`src/verilog/im2col_cfg.svh`:
```
`ifndef IM2COL_CFG_SVH
`define IM2COL_CFG_SVH

`define IM2COL_FIFO_DEPTH 4  // Pending descriptors between generator and loader

`define IM2COL_ADDR_W 32  // Byte addresses, pointers and DMA register data
`define IM2COL_PAD_W 8  // Zero padding count per side
`define IM2COL_SIZE_W 16  // DMA transfer size per dimension
`define IM2COL_ROW_W 8  // Output row counter
`define IM2COL_SLOT_W 16  // One trigger slot field, the register packs two
`define IM2COL_LOG_STRIDE_W 4  // Log2 of the horizontal stride
`define IM2COL_DTYPE_W 2  // Element type code

`define IM2COL_REG_OFF_W 8  // Width of a DMA register offset
`define IM2COL_DIM_2D 1  // Dimensionality register value for 2D transfers

`endif
```
`src/verilog/dma_reg_pkg.sv`:
```
`include "im2col_cfg.svh"

package dma_reg_pkg;

  typedef enum logic [`IM2COL_REG_OFF_W-1:0] {
    DIM        = 8'h00,
    SLOT       = 8'h04,  // Tx slot in the upper half, rx slot in the lower half
    SRC_TYPE   = 8'h08,
    DST_TYPE   = 8'h0C,
    PAD_TOP    = 8'h10,
    PAD_BOTTOM = 8'h14,
    PAD_LEFT   = 8'h18,
    PAD_RIGHT  = 8'h1C,
    SRC_PTR    = 8'h20,
    DST_PTR    = 8'h24,
    SRC_INC_D1 = 8'h28,
    SRC_INC_D2 = 8'h2C,
    DST_INC_D1 = 8'h30,
    DST_INC_D2 = 8'h34,
    SIZE_D2    = 8'h38,
    SIZE_D1    = 8'h3C  // Writing this register starts the transfer
  } dma_reg_e;

  typedef struct packed {
    logic                      valid;  // Held until the DMA acknowledges
    logic [`IM2COL_ADDR_W-1:0] addr;
    logic [`IM2COL_ADDR_W-1:0] wdata;
  } reg_wr_t;

endpackage

```
`src/verilog/im2col_pkg.sv`:
```
`include "im2col_cfg.svh"

package im2col_pkg;

  typedef logic [`IM2COL_ADDR_W-1:0] addr_t;  // Byte address or full register value
  typedef logic [`IM2COL_PAD_W-1:0] pad_t;
  typedef logic [`IM2COL_SIZE_W-1:0] size_t;
  typedef logic [`IM2COL_ROW_W-1:0] row_t;
  typedef logic [`IM2COL_SLOT_W-1:0] slot_t;
  typedef logic [`IM2COL_LOG_STRIDE_W-1:0] log_stride_t;
  typedef logic [`IM2COL_DTYPE_W-1:0] dtype_t;  // 0 word, 1 half, 2 byte

  typedef struct packed {
    addr_t       src_base;
    addr_t       dst_base;
    addr_t       src_row_step;  // Source bytes between two output rows
    addr_t       dst_row_step;
    row_t        num_rows;
    pad_t        pad_top;
    pad_t        pad_bottom;
    pad_t        pad_left;
    pad_t        pad_right;
    size_t       size_d1;
    size_t       size_d2;
    log_stride_t log_stride_d1;
    size_t       in_inc_d2;  // In elements, the loader scales it to bytes
    dtype_t      dtype;
    slot_t       tx_slot;
    slot_t       rx_slot;
    addr_t       ch_offset;  // Base address of the DMA channel
  } run_cfg_t;

  typedef struct packed {
    addr_t input_ptr;
    addr_t output_ptr;
    pad_t  pad_top;
    pad_t  pad_bottom;
    pad_t  pad_left;
    pad_t  pad_right;
    size_t in_inc_d2;
    size_t size_d1;
    size_t size_d2;
  } desc_t;

  typedef enum logic {
    READY,
    BUSY
  } run_status_e;

  // The WRITE_ states follow the DMA register map, so the loader steps through them in order
  typedef enum logic [4:0] {
    IDLE,
    WRITE_DIM,
    WRITE_SLOT,
    WRITE_SRC_TYPE,
    WRITE_DST_TYPE,
    WRITE_PAD_TOP,
    WRITE_PAD_BOTTOM,
    WRITE_PAD_LEFT,
    WRITE_PAD_RIGHT,
    WRITE_SRC_PTR,
    WRITE_DST_PTR,
    WRITE_SRC_INC_D1,
    WRITE_SRC_INC_D2,
    WRITE_DST_INC_D1,
    WRITE_DST_INC_D2,
    WRITE_SIZE_D2,
    WRITE_SIZE_D1,
    LAUNCH
  } load_state_e;

endpackage

```
`src/verilog/im2col_spc.sv`:
```
`timescale 1ns/1ps

module im2col_spc (
  input  logic                 clk_i,
  input  logic                 rst_ni,
  input  logic                 start_i,
  input  im2col_pkg::run_cfg_t cfg_i,
  output dma_reg_pkg::reg_wr_t reg_wr_o,
  input  logic                 reg_ack_i,
  input  logic                 dma_done_i,
  input  logic                 irq_en_i,
  input  logic                 irq_clear_i,
  output logic                 ready_o,
  output logic                 done_o,
  output logic                 irq_o
);

  im2col_pkg::desc_t       gen_desc;
  im2col_pkg::desc_t       fifo_desc;
  im2col_pkg::run_status_e status_q;
  logic                    gen_push;
  logic                    gen_done;
  logic                    fifo_full;
  logic                    fifo_empty;
  logic                    fifo_pop;
  logic                    launch;
  logic                    loader_idle;
  logic                    ch_busy_q;
  logic                    run_end;
  logic                    done_q;
  logic                    irq_q;

  im2col_desc_gen u_desc_gen (
    .clk_i       (clk_i),
    .rst_ni      (rst_ni),
    .start_i     (start_i),
    .cfg_i       (cfg_i),
    .fifo_full_i (fifo_full),
    .push_o      (gen_push),
    .desc_o      (gen_desc),
    .gen_done_o  (gen_done)
  );

  im2col_desc_fifo u_desc_fifo (
    .clk_i   (clk_i),
    .rst_ni  (rst_ni),
    .push_i  (gen_push),
    .desc_i  (gen_desc),
    .pop_i   (fifo_pop),
    .desc_o  (fifo_desc),
    .full_o  (fifo_full),
    .empty_o (fifo_empty)
  );

  im2col_dma_loader u_dma_loader (
    .clk_i        (clk_i),
    .rst_ni       (rst_ni),
    .start_i      (start_i),
    .cfg_i        (cfg_i),
    .desc_i       (fifo_desc),
    .fifo_empty_i (fifo_empty),
    .ch_free_i    (~ch_busy_q),
    .reg_ack_i    (reg_ack_i),
    .reg_wr_o     (reg_wr_o),
    .pop_o        (fifo_pop),
    .launch_o     (launch),
    .idle_o       (loader_idle)
  );

  // Everything has drained and the last transfer has finished
  assign run_end = (status_q == im2col_pkg::BUSY) & gen_done & fifo_empty & loader_idle &
                   ~ch_busy_q;

  always_ff @(posedge clk_i, negedge rst_ni) begin
    if (!rst_ni) begin
      ch_busy_q <= 1'b0;
      status_q  <= im2col_pkg::READY;
      done_q    <= 1'b0;
      irq_q     <= 1'b0;
    end else begin
      if (launch) begin
        ch_busy_q <= 1'b1;  // SIZE_D1 was just written, the transfer is running
      end else if (dma_done_i) begin
        ch_busy_q <= 1'b0;
      end
      if (run_end) begin
        status_q <= im2col_pkg::READY;
      end else if (start_i) begin
        status_q <= im2col_pkg::BUSY;
      end
      done_q <= run_end;  // Status leaves BUSY at the same edge, so this lasts one cycle
      if (run_end && irq_en_i) begin
        irq_q <= 1'b1;
      end else if (irq_clear_i) begin
        irq_q <= 1'b0;
      end
    end
  end

  assign ready_o = (status_q == im2col_pkg::READY);
  assign done_o  = done_q;
  assign irq_o   = irq_q;

endmodule

```
`src/verilog/im2col_dma_loader.sv`:
```
`timescale 1ns/1ps
`include "im2col_cfg.svh"

module im2col_dma_loader (
  input  logic                  clk_i,
  input  logic                  rst_ni,
  input  logic                  start_i,
  input  im2col_pkg::run_cfg_t  cfg_i,
  input  im2col_pkg::desc_t     desc_i,
  input  logic                  fifo_empty_i,
  input  logic                  ch_free_i,
  input  logic                  reg_ack_i,
  output dma_reg_pkg::reg_wr_t  reg_wr_o,
  output logic                  pop_o,
  output logic                  launch_o,
  output logic                  idle_o
);

  im2col_pkg::load_state_e state_q;
  im2col_pkg::load_state_e state_d;
  logic                    first_done_q;  // Shared registers already hold this run's values
  dma_reg_pkg::dma_reg_e   wr_off;
  im2col_pkg::addr_t       wr_data;
  im2col_pkg::dtype_t      elem_shift;

  assign elem_shift = im2col_pkg::dtype_t'(2) - cfg_i.dtype;  // Elements to bytes
  assign idle_o     = (state_q == im2col_pkg::IDLE);
  assign launch_o   = (state_q == im2col_pkg::LAUNCH);
  assign pop_o      = launch_o;

  always_comb begin
    state_d = state_q;
    unique case (state_q)
      im2col_pkg::IDLE: begin
        if (!fifo_empty_i && ch_free_i) begin
          state_d = first_done_q ? im2col_pkg::WRITE_PAD_TOP : im2col_pkg::WRITE_DIM;
        end
      end
      im2col_pkg::LAUNCH: begin
        state_d = im2col_pkg::IDLE;
      end
      default: begin
        if (reg_ack_i) begin
          state_d = im2col_pkg::load_state_e'(state_q + 5'd1);  // Next register in map order
        end
      end
    endcase
  end

  always_comb begin
    wr_off = dma_reg_pkg::DIM;
    unique case (state_q)
      im2col_pkg::WRITE_SLOT:       wr_off = dma_reg_pkg::SLOT;
      im2col_pkg::WRITE_SRC_TYPE:   wr_off = dma_reg_pkg::SRC_TYPE;
      im2col_pkg::WRITE_DST_TYPE:   wr_off = dma_reg_pkg::DST_TYPE;
      im2col_pkg::WRITE_PAD_TOP:    wr_off = dma_reg_pkg::PAD_TOP;
      im2col_pkg::WRITE_PAD_BOTTOM: wr_off = dma_reg_pkg::PAD_BOTTOM;
      im2col_pkg::WRITE_PAD_LEFT:   wr_off = dma_reg_pkg::PAD_LEFT;
      im2col_pkg::WRITE_PAD_RIGHT:  wr_off = dma_reg_pkg::PAD_RIGHT;
      im2col_pkg::WRITE_SRC_PTR:    wr_off = dma_reg_pkg::SRC_PTR;
      im2col_pkg::WRITE_DST_PTR:    wr_off = dma_reg_pkg::DST_PTR;
      im2col_pkg::WRITE_SRC_INC_D1: wr_off = dma_reg_pkg::SRC_INC_D1;
      im2col_pkg::WRITE_SRC_INC_D2: wr_off = dma_reg_pkg::SRC_INC_D2;
      im2col_pkg::WRITE_DST_INC_D1: wr_off = dma_reg_pkg::DST_INC_D1;
      im2col_pkg::WRITE_DST_INC_D2: wr_off = dma_reg_pkg::DST_INC_D2;
      im2col_pkg::WRITE_SIZE_D2:    wr_off = dma_reg_pkg::SIZE_D2;
      im2col_pkg::WRITE_SIZE_D1:    wr_off = dma_reg_pkg::SIZE_D1;
      default:                      wr_off = dma_reg_pkg::DIM;
    endcase
  end

  always_comb begin
    wr_data = '0;
    unique case (state_q)
      im2col_pkg::WRITE_DIM:        wr_data = im2col_pkg::addr_t'(`IM2COL_DIM_2D);
      im2col_pkg::WRITE_SLOT:       wr_data = im2col_pkg::addr_t'({cfg_i.tx_slot, cfg_i.rx_slot});
      im2col_pkg::WRITE_SRC_TYPE:   wr_data = im2col_pkg::addr_t'(cfg_i.dtype);
      im2col_pkg::WRITE_DST_TYPE:   wr_data = im2col_pkg::addr_t'(cfg_i.dtype);
      im2col_pkg::WRITE_PAD_TOP:    wr_data = im2col_pkg::addr_t'(desc_i.pad_top);
      im2col_pkg::WRITE_PAD_BOTTOM: wr_data = im2col_pkg::addr_t'(desc_i.pad_bottom);
      im2col_pkg::WRITE_PAD_LEFT:   wr_data = im2col_pkg::addr_t'(desc_i.pad_left);
      im2col_pkg::WRITE_PAD_RIGHT:  wr_data = im2col_pkg::addr_t'(desc_i.pad_right);
      im2col_pkg::WRITE_SRC_PTR:    wr_data = desc_i.input_ptr;
      im2col_pkg::WRITE_DST_PTR:    wr_data = desc_i.output_ptr;
      im2col_pkg::WRITE_SRC_INC_D1: begin
        wr_data = (im2col_pkg::addr_t'(1) << cfg_i.log_stride_d1) << elem_shift;
      end
      im2col_pkg::WRITE_SRC_INC_D2: begin
        wr_data = im2col_pkg::addr_t'(desc_i.in_inc_d2) << elem_shift;
      end
      im2col_pkg::WRITE_DST_INC_D1: wr_data = im2col_pkg::addr_t'(4) >> cfg_i.dtype;  // Dense output
      im2col_pkg::WRITE_DST_INC_D2: wr_data = im2col_pkg::addr_t'(4) >> cfg_i.dtype;
      im2col_pkg::WRITE_SIZE_D2:    wr_data = im2col_pkg::addr_t'(desc_i.size_d2);
      im2col_pkg::WRITE_SIZE_D1:    wr_data = im2col_pkg::addr_t'(desc_i.size_d1);
      default:                      wr_data = '0;
    endcase
  end

  assign reg_wr_o.valid = ~idle_o & ~launch_o;
  assign reg_wr_o.addr  = cfg_i.ch_offset + im2col_pkg::addr_t'(wr_off);
  assign reg_wr_o.wdata = wr_data;

  always_ff @(posedge clk_i, negedge rst_ni) begin
    if (!rst_ni) begin
      state_q      <= im2col_pkg::IDLE;
      first_done_q <= 1'b0;
    end else begin
      state_q <= state_d;
      if (start_i) begin
        first_done_q <= 1'b0;  // A new run rewrites the full register set
      end else if (launch_o) begin
        first_done_q <= 1'b1;
      end
    end
  end

endmodule

```
`src/verilog/im2col_desc_fifo.sv`:
```
`timescale 1ns/1ps
`include "im2col_cfg.svh"

module im2col_desc_fifo (
  input  logic              clk_i,
  input  logic              rst_ni,
  input  logic              push_i,
  input  im2col_pkg::desc_t desc_i,
  input  logic              pop_i,
  output im2col_pkg::desc_t desc_o,
  output logic              full_o,
  output logic              empty_o
);

  localparam int unsigned DEPTH = `IM2COL_FIFO_DEPTH;
  localparam int unsigned PTR_W = (DEPTH > 1) ? $clog2(DEPTH) : 1;
  localparam int unsigned CNT_W = $clog2(DEPTH + 1);

  im2col_pkg::desc_t mem_q [DEPTH];
  logic [PTR_W-1:0]  wr_ptr_q;
  logic [PTR_W-1:0]  rd_ptr_q;
  logic [CNT_W-1:0]  count_q;
  logic              do_push;
  logic              do_pop;

  assign full_o  = (count_q == CNT_W'(DEPTH));
  assign empty_o = (count_q == '0);
  assign do_push = push_i & ~full_o;
  assign do_pop  = pop_i & ~empty_o;
  assign desc_o  = mem_q[rd_ptr_q];  // Registered storage, no fall-through

  always_ff @(posedge clk_i, negedge rst_ni) begin
    if (!rst_ni) begin
      wr_ptr_q <= '0;
      rd_ptr_q <= '0;
      count_q  <= '0;
    end else begin
      if (do_push) begin
        wr_ptr_q <= (wr_ptr_q == PTR_W'(DEPTH - 1)) ? '0 : wr_ptr_q + PTR_W'(1);
      end
      if (do_pop) begin
        rd_ptr_q <= (rd_ptr_q == PTR_W'(DEPTH - 1)) ? '0 : rd_ptr_q + PTR_W'(1);
      end
      if (do_push != do_pop) begin
        count_q <= do_push ? count_q + CNT_W'(1) : count_q - CNT_W'(1);
      end
    end
  end

  always_ff @(posedge clk_i) begin
    if (do_push) begin
      mem_q[wr_ptr_q] <= desc_i;
    end
  end

endmodule

```
`src/verilog/im2col_desc_gen.sv`:
```
`timescale 1ns/1ps

module im2col_desc_gen (
  input  logic                 clk_i,
  input  logic                 rst_ni,
  input  logic                 start_i,
  input  im2col_pkg::run_cfg_t cfg_i,
  input  logic                 fifo_full_i,
  output logic                 push_o,
  output im2col_pkg::desc_t    desc_o,
  output logic                 gen_done_o
);

  im2col_pkg::row_t  row_q;
  im2col_pkg::row_t  last_row;
  im2col_pkg::addr_t src_ptr_q;
  im2col_pkg::addr_t dst_ptr_q;
  logic              active_q;

  assign last_row   = cfg_i.num_rows - im2col_pkg::row_t'(1);
  assign push_o     = active_q & ~fifo_full_i;  // Stall while the FIFO is full
  assign gen_done_o = ~active_q;

  always_ff @(posedge clk_i, negedge rst_ni) begin
    if (!rst_ni) begin
      active_q <= 1'b0;
      row_q    <= '0;
    end else if (start_i) begin
      active_q <= (cfg_i.num_rows != '0);  // An empty run has nothing to push
      row_q    <= '0;
    end else if (push_o) begin
      active_q <= (row_q != last_row);
      row_q    <= row_q + im2col_pkg::row_t'(1);
    end
  end

  // Running pointers avoid a multiplier for row k
  always_ff @(posedge clk_i) begin
    if (start_i) begin
      src_ptr_q <= cfg_i.src_base;
      dst_ptr_q <= cfg_i.dst_base;
    end else if (push_o) begin
      src_ptr_q <= src_ptr_q + cfg_i.src_row_step;
      dst_ptr_q <= dst_ptr_q + cfg_i.dst_row_step;
    end
  end

  always_comb begin
    desc_o.input_ptr  = src_ptr_q;
    desc_o.output_ptr = dst_ptr_q;
    desc_o.pad_top    = (row_q == '0) ? cfg_i.pad_top : '0;  // Top edge only
    desc_o.pad_bottom = (row_q == last_row) ? cfg_i.pad_bottom : '0;  // Bottom edge only
    desc_o.pad_left   = cfg_i.pad_left;
    desc_o.pad_right  = cfg_i.pad_right;
    desc_o.in_inc_d2  = cfg_i.in_inc_d2;
    desc_o.size_d1    = cfg_i.size_d1;
    desc_o.size_d2    = cfg_i.size_d2;
  end

endmodule

```
`config.mk`:
```
export PLATFORM = sky130hd
export DESIGN_NAME = im2col_spc
export DESIGN_NICKNAME = d
export VERILOG_FILES = /design/src/verilog/dma_reg_pkg.sv /design/src/verilog/im2col_pkg.sv /design/src/verilog/im2col_spc.sv /design/src/verilog/im2col_dma_loader.sv /design/src/verilog/im2col_desc_fifo.sv /design/src/verilog/im2col_desc_gen.sv
export VERILOG_INCLUDE_DIRS = /design/src /design/src/verilog
export SDC_FILE = /design/constraint.sdc
export NUM_CORES = 1
export LEC_CHECK = 0
export BUFFER_PORTS_ARGS = -buffer_cell sky130_fd_sc_hd__buf_2
export CAP_MARGIN = 40
export CELL_PAD_IN_SITES_DETAIL_PLACEMENT = 0
export CELL_PAD_IN_SITES_GLOBAL_PLACEMENT = 2
export CORE_ASPECT_RATIO = 1.1
export CORE_MARGIN = 1.5
export CORE_UTILIZATION = 37
export DETAILED_ROUTE_END_ITERATION = 8
export PLACE_DENSITY = 0.8
export SKIP_CTS_REPAIR_TIMING = 1
export SLEW_MARGIN = 10
export SYNTH_ARGS = -nofsm -noshare
export SYNTH_HDL_FRONTEND = slang
export SYNTH_SLANG_ARGS = --single-unit
```
`constraint.sdc`:
```
create_clock -name clk_i -period 6 [get_ports clk_i]
set_clock_uncertainty 0.2 [all_clocks]
set_input_delay 1.5 -clock clk_i [delete_from_list [all_inputs] [get_ports clk_i]]
set_output_delay 1.5 -clock clk_i [all_outputs]
set_load 0.05 [all_outputs]
```
Word-level counts from Yosys, hierarchy flattened. Memory sizes are Yosys's and may differ from the RTL's. Cells that the tools add are included.

ROM bits: 128. Memories: 2. Bits of input ports: 293. Memory bits (writable): 576. Output and inout port bits: 68. Bits in registers: 90. Word-level logic and storage cells: 113.

Muxes and demuxes: 28. Reductions and logical operators: 16. Bitwise gates (word level): 15. Equal/unequal tests: 24. Shift operators: 4. $add $sub $neg: 11.

Memories: u_desc_fifo.mem_q (words 4, bits a word 144, read ports 1, clocked after Yosys merged registers in 0, wr ports 1, line im2col_desc_fifo.sv:19) `im2col_pkg::desc_t mem_q [DEPTH];`; (name not given) (words 32, bits a word 4, read ports 1, clocked after Yosys merged registers in 0, wr ports 0, line im2col_dma_loader.sv:52) `unique case (state_q)`.

Operator list (number): $pmux W32 S14 (1); $mux W32 (4); $add A32 B32 Y32 (2); $eq A5 B4 Y1 const B (8); $add A32 B8 Y32 (1); $mux W8 (4); $shl A1 B4 Y32 const A (1); $shl A16 B2 Y32 (1); $shl A32 B2 Y32 (1); $shr A3 B2 Y32 const A (1); $eq A5 B3 Y1 const B (4); $mux W1 (12); $eq A5 B2 Y1 const B (2); $eq A5 B5 Y1 const B (2); $mux W5 (2); $pmux W5 S2 (1); $reduce_bool A2 Y1 (5); $add A8 B1 Y8 const B (1); $and A1 B1 Y1 (8); $eq A8 B8 Y1 (1); $logic_not A8 Y1 (1); $ne A8 B8 Y1 (1); $reduce_bool A8 Y1 (1); $sub A8 B1 Y8 const B (1); 20 further kinds (32).

Longest topological paths before layout. Gate-level depths: netlist of the first run.

Depth in word-level cells: 7. Depth in mapped cells: 15. Mapped depth without buffers: 14.

Modules after synthesis. From an unflattened synthesis of the first run, not the netlist that was laid out.

Cell total of the unflattened synthesis: 2129. Area, all modules: 31865.6 um^2.

Modules (own cells, without submodules): im2col_desc_fifo (cells an instance 806, area each 21314.2 um^2, sequential area each 17471.8 um^2, instances 1); im2col_desc_gen (cells an instance 870, area each 7384.6 um^2, sequential area each 2147.1 um^2, instances 1); im2col_dma_loader (cells an instance 440, area each 3001.6 um^2, sequential area each 150.1 um^2, instances 1); im2col_spc (cells an instance 13, area each 165.2 um^2, sequential area each 100.1 um^2, instances 1).

Worst setup path after synthesis of the first run. OpenSTA, ideal clock, no wires.

Path kind: input-to-output. From: input port cfg_i[64] (netlist bit). To: output port reg_wr_o[17] (netlist bit). Path slack: 0.305 ns. Arrival: 3.995 ns. Path buffers: 3. Stages on the path: 7. Required time: 4.300 ns. Path through: clkbuf_1 -> inv_2 -> ha_1 -> or3_1 -> buf_1 -> clkbuf_1 -> o21ai_0.

RTL lines: start, declared (line im2col_spc.sv:7) `input im2col_pkg::run_cfg_t cfg_i,`; end, declared (line im2col_spc.sv:8) `output dma_reg_pkg::reg_wr_t reg_wr_o,`.

==> impl_metrics.ini, run 1 <==
[run_status]
status = finished clean

[worst_setup_path]
worst_r2r_endpoint = u_desc_gen.src_ptr_q[30]
crit_required_ns = 4.30
reg2regPathDepth = 11
worstSetupPathType = flop to output pin
r2r_slack_ns = 1.82
crit_path_top_delay_cell = dfrtp_1
critical_path_buf_inv_count = 1
cp-end-kind = output pin
crit_chain = or2_2, nand2_1, o21ai_0, o21ai_0, ha_1, a21o_1, a21oi_1, nor2b_1, nor2_1, nor2_1, nand2_1, nor3_1, xor2_1, buf_2
cp-start-kind = flop
cp_max_fo = 19
critPathTopFamily = simple AND/OR/NAND/NOR gates
arrival_ns = 3.94
r2r-start = u_desc_gen.src_ptr_q[0]
slowest_delay_ns = 0.57

[drt]
drt_wl_total_um = 83900
drc = 0
wl_per_cell_um = 24.3
via_per_inst = 5.50
drtPass1Iterations = 5
num_vias = 19000
first_iter_violations = 1576
routed-wl-met3_um = 5070
wl_met2_um = 41500
ant_nets = 0
dr.max_layer_used = met5
drt-met1-wl_um = 35200

[min_path]
worstHoldPathCells = 2
hp-start = u_dma_loader.first_done_q
worstHoldEndpoint = u_dma_loader.first_done_q
hp-class = flop to flop

[layout]
final_layout_size_suffix_gt1_share_pct = 27.9
nets = 2716
multiInputGateArea_um2 = 10100
syn_to_final_growth_pct = 18.5
final_common_cell = edfxtp_1
final_cell_mix = edfxtp_1, buf_2, nand2_1
final-seq-area_um2 = 19900
fill_cells = 7253

[power_and_ir_drop]
fin_total_pwr_mw = 20.7
leakage_nw = 13.0
power_density_nw_per_um2 = 575
ir_worst_vdd_mv = 0.429

[timing]
worst_slew_pin_slew_ns = 1.08
maxSlewViolCount = 0
fmax_mhz = 177
min_period_ns = 5.64
relSlewSlack_pct = 28.1
finalCritPeriodShare_pct = 94.1
finalHoldViolations = 0
rsz0062_at_grt = false
setup_violations = 0
tns_ns = 0

[grt]
gr-total-overflow = 0
grt_max_degree = 145
grt_usage_pct = 19.8
antenna_found_initial = 12
grt_pass1_wl_um = 124000
grt_pass1_vias = 19400

[cts]
cts_tree = built
clockBufferDepth = 3
clk_pin_slew_worst_paths_ns = 0.05
cts_root_buffer = clkbuf_16
cts_sinks = 666
htreeDepth = 3
clk_latency_ns = 0.61
tritoncts.num_buffers = 73

[logic_synthesis]
synth.area.top_cells = edfxtp_1, mux4_2, ha_1
async_reset_ff_share_pct = 3.90
synth-main-ff-cell = edfxtp_1
synth_area_leader_cell = edfxtp_1
ys_types = 68
ys_ff_latch = 666
synth_edf_count = 640
synth.top_cell.area_share_pct = 63.3
avgSynthCellArea_um2 = 15.5
yosys_warnings = 0
yosysSeqAreaShare_pct = 65.5
synthCells = 1960
syn-num-nets = 2340
syn_area_um2 = 30400

[floorplan]
rows = 109
die_width_um = 276
die_y_um = 303
die_area_um2 = 83800
coreArea_um2 = 80700
ios = 361
start_util_pct = 37.6

[flow_run]
maxCapViolations = 0

[place]
gp_congestion = 0.892
numPortBuffers = 356
hpwl_um = 58000
-- tightest hold or removal path: stages, from the launching register on --
cell and delay, ns:
dfrtp_1 0.34, nor2_1 0.05, nor2_1 0.07
-- cell type report --
type                            count  share of cell area, %
Clock inverter                     46                   1.33
Inverter                           34                  0.355
Tap cell                         1054                   3.67
Multi-Input combinational cell   1173                   28.0
Antenna cell                        5                 0.0348
Sequential cell                   666                   55.3
Clock buffer                       88                   5.35
Timing Repair Buffer              388                   5.96
-- routing by layer --
| layer | global-route usage (%) | vias up |
|---|---|---|
| li1 | - | 8577 |
| met1 | 26.3 | 9630 |
| met4 | 6.14 | 12 |
| met3 | 3.34 | 123 |
| met5 | 0 | - |
| met2 | 33.5 | 660 |
-- cell families after synthesis --
logic type / Yosys count / share of synthesized area, %
compound gates: 398 / 8.57
fa+ha+maj: 87 / 3.69
mux: 163 / 11.4
simple gates: 430 / 6.66
xor+xnor: 95 / 2.74
flops: 666 / 65.5
buf+inv: 121 / 1.53
-- how the worst max path moves through the flow --
stage                                 start           end  slack (ns)  depth (start not counted)
finish              u_dma_loader.state_q[2]  reg_wr_o[63]        0.36                         14
global route        u_dma_loader.state_q[2]  reg_wr_o[63]       0.005                         14
CTS                 u_dma_loader.state_q[2]  reg_wr_o[63]        0.25                         14
detailed placement                cfg_i[64]   reg_wr_o[3]        0.69                          6
global placement                  cfg_i[64]   reg_wr_o[2]        0.76                          8
floorplan                         cfg_i[64]  reg_wr_o[17]        0.30                          7
-- Yosys cell counts, types with 5 or more instances --
cell and n:
a21o_1 33, o21ai_0 110, mux2_2 10, dfrtp_1 26, o221ai_1 15, or3_1 7
inv_1 33, o21bai_1 7, a221oi_1 11, mux2i_1 9, a211oi_1 10, nand4_1 18
and3_1 20, a22o_1 9, o21a_1 7, edfxtp_1 640, nor3_1 17, nor2b_1 9
nor3b_1 5, a21oi_1 84, o31ai_1 15, xor2_1 40, mux4_2 144, ha_1 83
clkbuf_1 62, a22oi_1 51, nand3_1 24, buf_1 22, nand2b_1 16, a31oi_1 5
and2_1 21, xnor2_1 55, nand2_1 190, nor4_1 10, nor2_1 74
-- report_power, final --
| part | switching (mW) | internal [mW] | total [mW] |
|---|---|---|---|
| combinational | 4.75 | 2.90 | 7.65 |
| clock | 1.87 | 2.58 | 4.45 |
| sequential | 0.904 | 7.65 | 8.56 |
| total | 7.53 | 13.1 | 20.7 |
-- state kept, by name (all words and copies together), names as in the netlist --
name                       count
u_desc_fifo.mem_q            576
u_desc_gen.dst_ptr_q          32
u_desc_gen.src_ptr_q          32
u_desc_gen.row_q               8
u_dma_loader.state_q           5
u_desc_fifo.count_q            3
u_desc_fifo.rd_ptr_q           2
u_desc_fifo.wr_ptr_q           2
ch_busy_q                      1
done_o                         1
irq_o                          1
status_q                       1
u_desc_gen.active_q            1
u_dma_loader.first_done_q      1
-- metrics by stage --
step	cells	util (%)	hold WS (ns)	area [um2]	worst slack [ns]
2_1_floorplan	1960	-	0.253	30400	0.305
3_3_place_gp	3312	41.5	0.286	33500	0.758
3_5_place_dp	3315	41.6	0.296	33600	0.693
4_1_cts	3449	44.5	0.309	36000	0.255
5_1_grt	3452	44.5	0.350	36000	0.00487
6_report	3454	44.5	0.305	36000	0.356
Note: power is estimated with default switching activity, not from simulation.
==> run 2, diff against run 1 <==
CORE_UTILIZATION = 42   (was 37)
MAX_ROUTING_LAYER = met4   (was not set)
PLACE_DENSITY = 0.89   (was 0.8)
==> run 2 against run 1 <==
Sequential share of layout area up 0.34 points. Die area down 12%. Non-clock buffer count up 2. Total power down 0.93%. Clock power down 4%. Hold slack worse by 0.0060 ns.
==> impl_metrics.ini, run 2 (synthesized netlist as in run 1, its figures left out) <==
[grt]
grt_max_degree = 119
grt_usage_pct = 22.8
grt_pass1_wl_um = 122000
grt_pass1_vias = 19600
antenna_found_initial = 10
gr-total-overflow = 0

[timing]
min_period_ns = 5.66
maxSlewViolCount = 0
fmax_mhz = 177
finalHoldViolations = 0
finalCritPeriodShare_pct = 94.3
worst_slew_pin_slew_ns = 0.837
relSlewSlack_pct = 44.2
tns_ns = 0
setup_violations = 0
fin_ws_ns = 0.342
rsz0062_at_grt = false

[place]
numPortBuffers = 356
dp_slack_ns = 0.616
hpwl_um = 57600
gp_congestion = 0.846

[worst_setup_path]
arrival_ns = 3.96
cp_max_fo = 19
critPathTopFamily = simple AND/OR/NAND/NOR gates
critical_path_buf_inv_count = 1
worstSetupPathType = flop to output pin
reg2regPathDepth = 11
crit_path_top_delay_cell = dfrtp_1
cp-end-kind = output pin
crit_chain = or2_2, o21ai_0, o21ai_0, ha_1, fa_1, a21o_1, a21oi_1, nor2_1, nand2_1, nor2_1, xor2_1, buf_2
crit_required_ns = 4.30
cp-start-kind = flop
slowest_delay_ns = 0.57
crit_cells = 12

[cts]
cts_tree = built
cts_sinks = 666
clk_pin_slew_worst_paths_ns = 0.05
cts_root_buffer = clkbuf_16
htreeDepth = 3
clockBufferDepth = 3
clk_latency_ns = 0.62
tritoncts.num_buffers = 72

[layout]
syn_to_final_growth_pct = 17.8
final_layout_size_suffix_gt1_share_pct = 27.9
final_cell_mix = edfxtp_1, buf_2, nand2_1
largest_reg_flops = 576
regMostFlops = u_desc_fifo.mem_q
nets = 2717
fill_cells = 6089
reg.largest.list = u_desc_fifo.mem_q (576), u_desc_gen.dst_ptr_q (32), u_desc_gen.src_ptr_q (32)
fin_util_pct = 49.9
final_common_cell = edfxtp_1

[run_status]
status = finished clean

[min_path]
hp-class = flop to flop
worstHoldPathCells = 2

[drt]
drtPass1Iterations = 5
wl_per_cell_um = 24.5
drc = 0
drt_wl_total_um = 82000
via_per_inst = 5.70
first_iter_violations = 1740
ant_nets = 0
num_vias = 19100

[power_and_ir_drop]
ir_worst_vdd_mv = 0.368
leakage_nw = 12.9
power_density_nw_per_um2 = 573

[floorplan]
start_util_pct = 42.4
die_y_um = 285
die_area_um2 = 73900
coreArea_um2 = 71700
ios = 361
rows = 103
die_width_um = 259

[flow_run]
maxCapViolations = 0
## run 2: power breakdown
part           total (mW)  internal [mW]  switching [mW]
Clock                4.28           2.44            1.83
Combinational        7.69           2.91            4.77
Sequential           8.51           7.64           0.874
## run 2: final timing paths
check | end | startpoint | slack, ns
min in group asynchronous | u_desc_gen.row_q[0] | rst_ni | 0.70
worst max-delay path | reg_wr_o[58] | u_dma_loader.state_q[2] | 0.34
max in group asynchronous | u_desc_fifo.rd_ptr_q[0] | rst_ni | 4.42
worst min register to register | u_dma_loader.first_done_q | u_dma_loader.first_done_q | 0.30
worst min-delay path | u_dma_loader.first_done_q | u_dma_loader.first_done_q | 0.30
worst max register to register | u_desc_gen.src_ptr_q[30] | u_desc_gen.src_ptr_q[0] | 1.71
## run 2: per-layer routing
layer,track usage (%),vias up,routed length [um]
met3,3.42,115,5140
met4,6.60,0,2060
li1,-,8572,-
met5,-,-,0
met1,29.9,9686,33900
met2,36.9,679,40900
## run 2: final cells by class
cell class | count | area (um2) | area share [%]
Antenna cell | 6 | 15.0 | 0.0420
Multi-Input combinational cell | 1173 | 10100 | 28.2
Timing Repair Buffer | 390 | 2170 | 6.07
Clock buffer | 88 | 1880 | 5.27
Inverter | 34 | 128 | 0.357
Tap cell | 945 | 1180 | 3.31
Clock inverter | 40 | 408 | 1.14
Sequential cell | 666 | 19900 | 55.6
## run 2: worst register-to-register path, delay by kind of cell, from the launching register on
kind                     cells  cell delay, ns
AO/OA/AOI/OAI                7            2.09
adder cells (fa/ha/maj)      2            0.77
flip-flops                   1            0.56
AND/OR/NAND/NOR              2            0.41
## run 2: through the flow
step / power [mW] / area [um2] / hold WS [ns] / cells
floorplan: 13.9 / 30400 / 0.253 / 1960
global placement: 16.1 / 33400 / 0.283 / 3205
detailed placement: 16.4 / 33400 / 0.291 / 3208
CTS: 20.7 / 35700 / 0.305 / 3336
global route: 21.5 / 35700 / 0.347 / 3341
finish: 20.5 / 35700 / 0.299 / 3342
==> run 3, diff against run 2 <==
==> constraint.sdc (replaced) <==
create_clock -name clk_i -period 6 [get_ports clk_i]
set_clock_uncertainty 0.2 [all_clocks]
set_input_delay 0.3 -clock clk_i [delete_from_list [all_inputs] [get_ports clk_i]]
set_output_delay 0.3 -clock clk_i [all_outputs]
set_load 0.05 [all_outputs]
==> run 3 against run 2 <==
The run now ends with negative hold slack left. Count of clock-buffer cells in the layout unchanged. Hold slack worse by 0.31 ns. Worst setup slack improved by 1.3 ns. Die area did not move. Combinational power increased by 1%. Sequential cell count did not move. Utilization grew 2.2 points. Critical path type unchanged. Critical endpoint is now reg_wr_o[62]. Highest routed layer unchanged.
==> impl_metrics.ini, run 3 (synthesized netlist as in run 1, its figures left out) <==
[drt]
num_vias = 19700
drtPass1Iterations = 6
via_per_inst = 5.63
drt_wl_total_um = 82700
drc = 0
wl_per_cell_um = 23.6
first_iter_violations = 1760
ant_nets = 0

[timing]
maxSlewViolCount = 0
relSlewSlack_pct = 43.0
setup_violations = 0
worst_slew_pin_slew_ns = 0.854
fmax_mhz = 227
min_period_ns = 4.40
whs_ns = -0.0136
rsz0062_at_grt = false
finalCritPeriodShare_pct = 73.3
finalHoldViolations = 2
tns_ns = 0

[layout]
final_cells = 3496
final_common_cell = edfxtp_1
reg.largest.list = u_desc_fifo.mem_q (576), u_desc_gen.dst_ptr_q (32), u_desc_gen.src_ptr_q (32)
regMostFlops = u_desc_fifo.mem_q
syn_to_final_growth_pct = 23.0
final_cell_mix = edfxtp_1, buf_2, nand2_1
nets = 2874
final_layout_size_suffix_gt1_share_pct = 26.5
stdcell_area_um2 = 37300
largest_reg_flops = 576

[floorplan]
rows = 103
ios = 361
die_width_um = 259
start_util_pct = 42.4
coreArea_um2 = 71700
die_area_um2 = 73900
die_y_um = 285

[place]
post-place-cells = 3214
dpl_cell_area_um2 = 33500
gp_congestion = 0.895
hpwl_um = 57800
numPortBuffers = 356

[grt]
antenna_found_initial = 6
grt_pass1_wl_um = 121000
grt_max_degree = 86
gr-total-overflow = 0
grt_usage_pct = 22.6
grt_pass1_vias = 19500

[worst_setup_path]
cp_max_fo = 19
worst_r2r_endpoint = u_desc_gen.src_ptr_q[30]
arrival_ns = 3.90
r2r-start = u_desc_gen.src_ptr_q[0]
cp-start-kind = flop
cp-end-kind = output pin
worstSetupPathType = flop to output pin
critPathLaunch = u_dma_loader.state_q[2]
crit_required_ns = 5.50
reg2regPathDepth = 11
r2r_slack_ns = 1.94

[flow_run]
maxCapViolations = 0

[min_path]
worstHoldPathCells = 4
hp-start = cfg_i[189]
hp-class = input pin to flop
worstHoldEndpoint = u_desc_gen.dst_ptr_q[31]

[power_and_ir_drop]
ir_worst_vdd_mv = 0.284
power_density_nw_per_um2 = 553
leakage_nw = 13.6

[run_status]
violations = negative hold slack
status = finished, violations left

[cts]
cts_sinks = 666
htreeDepth = 3
cts_root_buffer = clkbuf_16
clk_latency_ns = 0.63
clk_pin_slew_worst_paths_ns = 0.06
tritoncts.num_buffers = 70
cts_tree = built
clockBufferDepth = 3
## run 3: changes by cell type in the layout (fill, tap and decap cells not counted), moves of 4 or more
cell / delta
clkinv_1: -4
buf_12: -6
buf_4: +9
dlygate4sd3_1: +153
## run 3: routing by layer
layer | wire length, um | GRT usage, %
met1 | 34300 | 29.8
met2 | 41500 | 37.1
met3 | 5070 | 2.93
met4 | 1740 | 5.93
met5 | 0 | -
## run 3: worst max-delay path, cell delays in order, from the launching register on
cell     delay, ns
dfrtp_1       0.58
or2_2         0.46
o21ai_0       0.16
o21ai_0       0.10
ha_1          0.23
fa_1          0.41
a21o_1        0.19
a21oi_1       0.33
nor2_1        0.15
nand2_1       0.18
nor2_1        0.07
xnor2_1       0.17
buf_2         0.29
## run 3: cell type report
cell class,instances,area [um2]
clock inverter,37,422
inverter,34,128
fill,5963,34300
antenna,4,10.0
tap,945,1180
multi-input combinational,1173,10100
timing repair buffer,549,3710
clock buffer,88,1910
sequential,666,19900
## run 3: how the worst max path moves through the flow
stage                     slack, ns  cells after the start                       end
after global placement         2.02                     12  u_desc_gen.src_ptr_q[30]
after floorplan                1.33                      3   u_desc_fifo.mem_q[0][0]
after detailed placement       1.99                     11  u_desc_gen.src_ptr_q[30]
after CTS                      1.48                     12              reg_wr_o[62]
after global routing           1.17                     12              reg_wr_o[62]
final                          1.60                     12              reg_wr_o[62]
## run 3: metrics by stage
step,hold slack [ns],power (mW),utilization (%),setup WS (ns)
2_1_floorplan,-0.196,13.9,-,1.33
3_3_place_gp,0.139,16.0,46.5,2.02
3_5_place_dp,0.153,16.3,46.7,1.99
4_1_cts,-0.498,20.7,50.0,1.48
5_1_grt,0.0256,21.7,52.1,1.17
6_report,-0.0136,20.7,52.1,1.60
## run 3: where the power goes
part           leakage [nW]  switching, mW  internal [mW]
Clock                  1.12           1.80           2.55
Combinational          6.10           4.81           2.98
Sequential             6.41          0.887           7.62
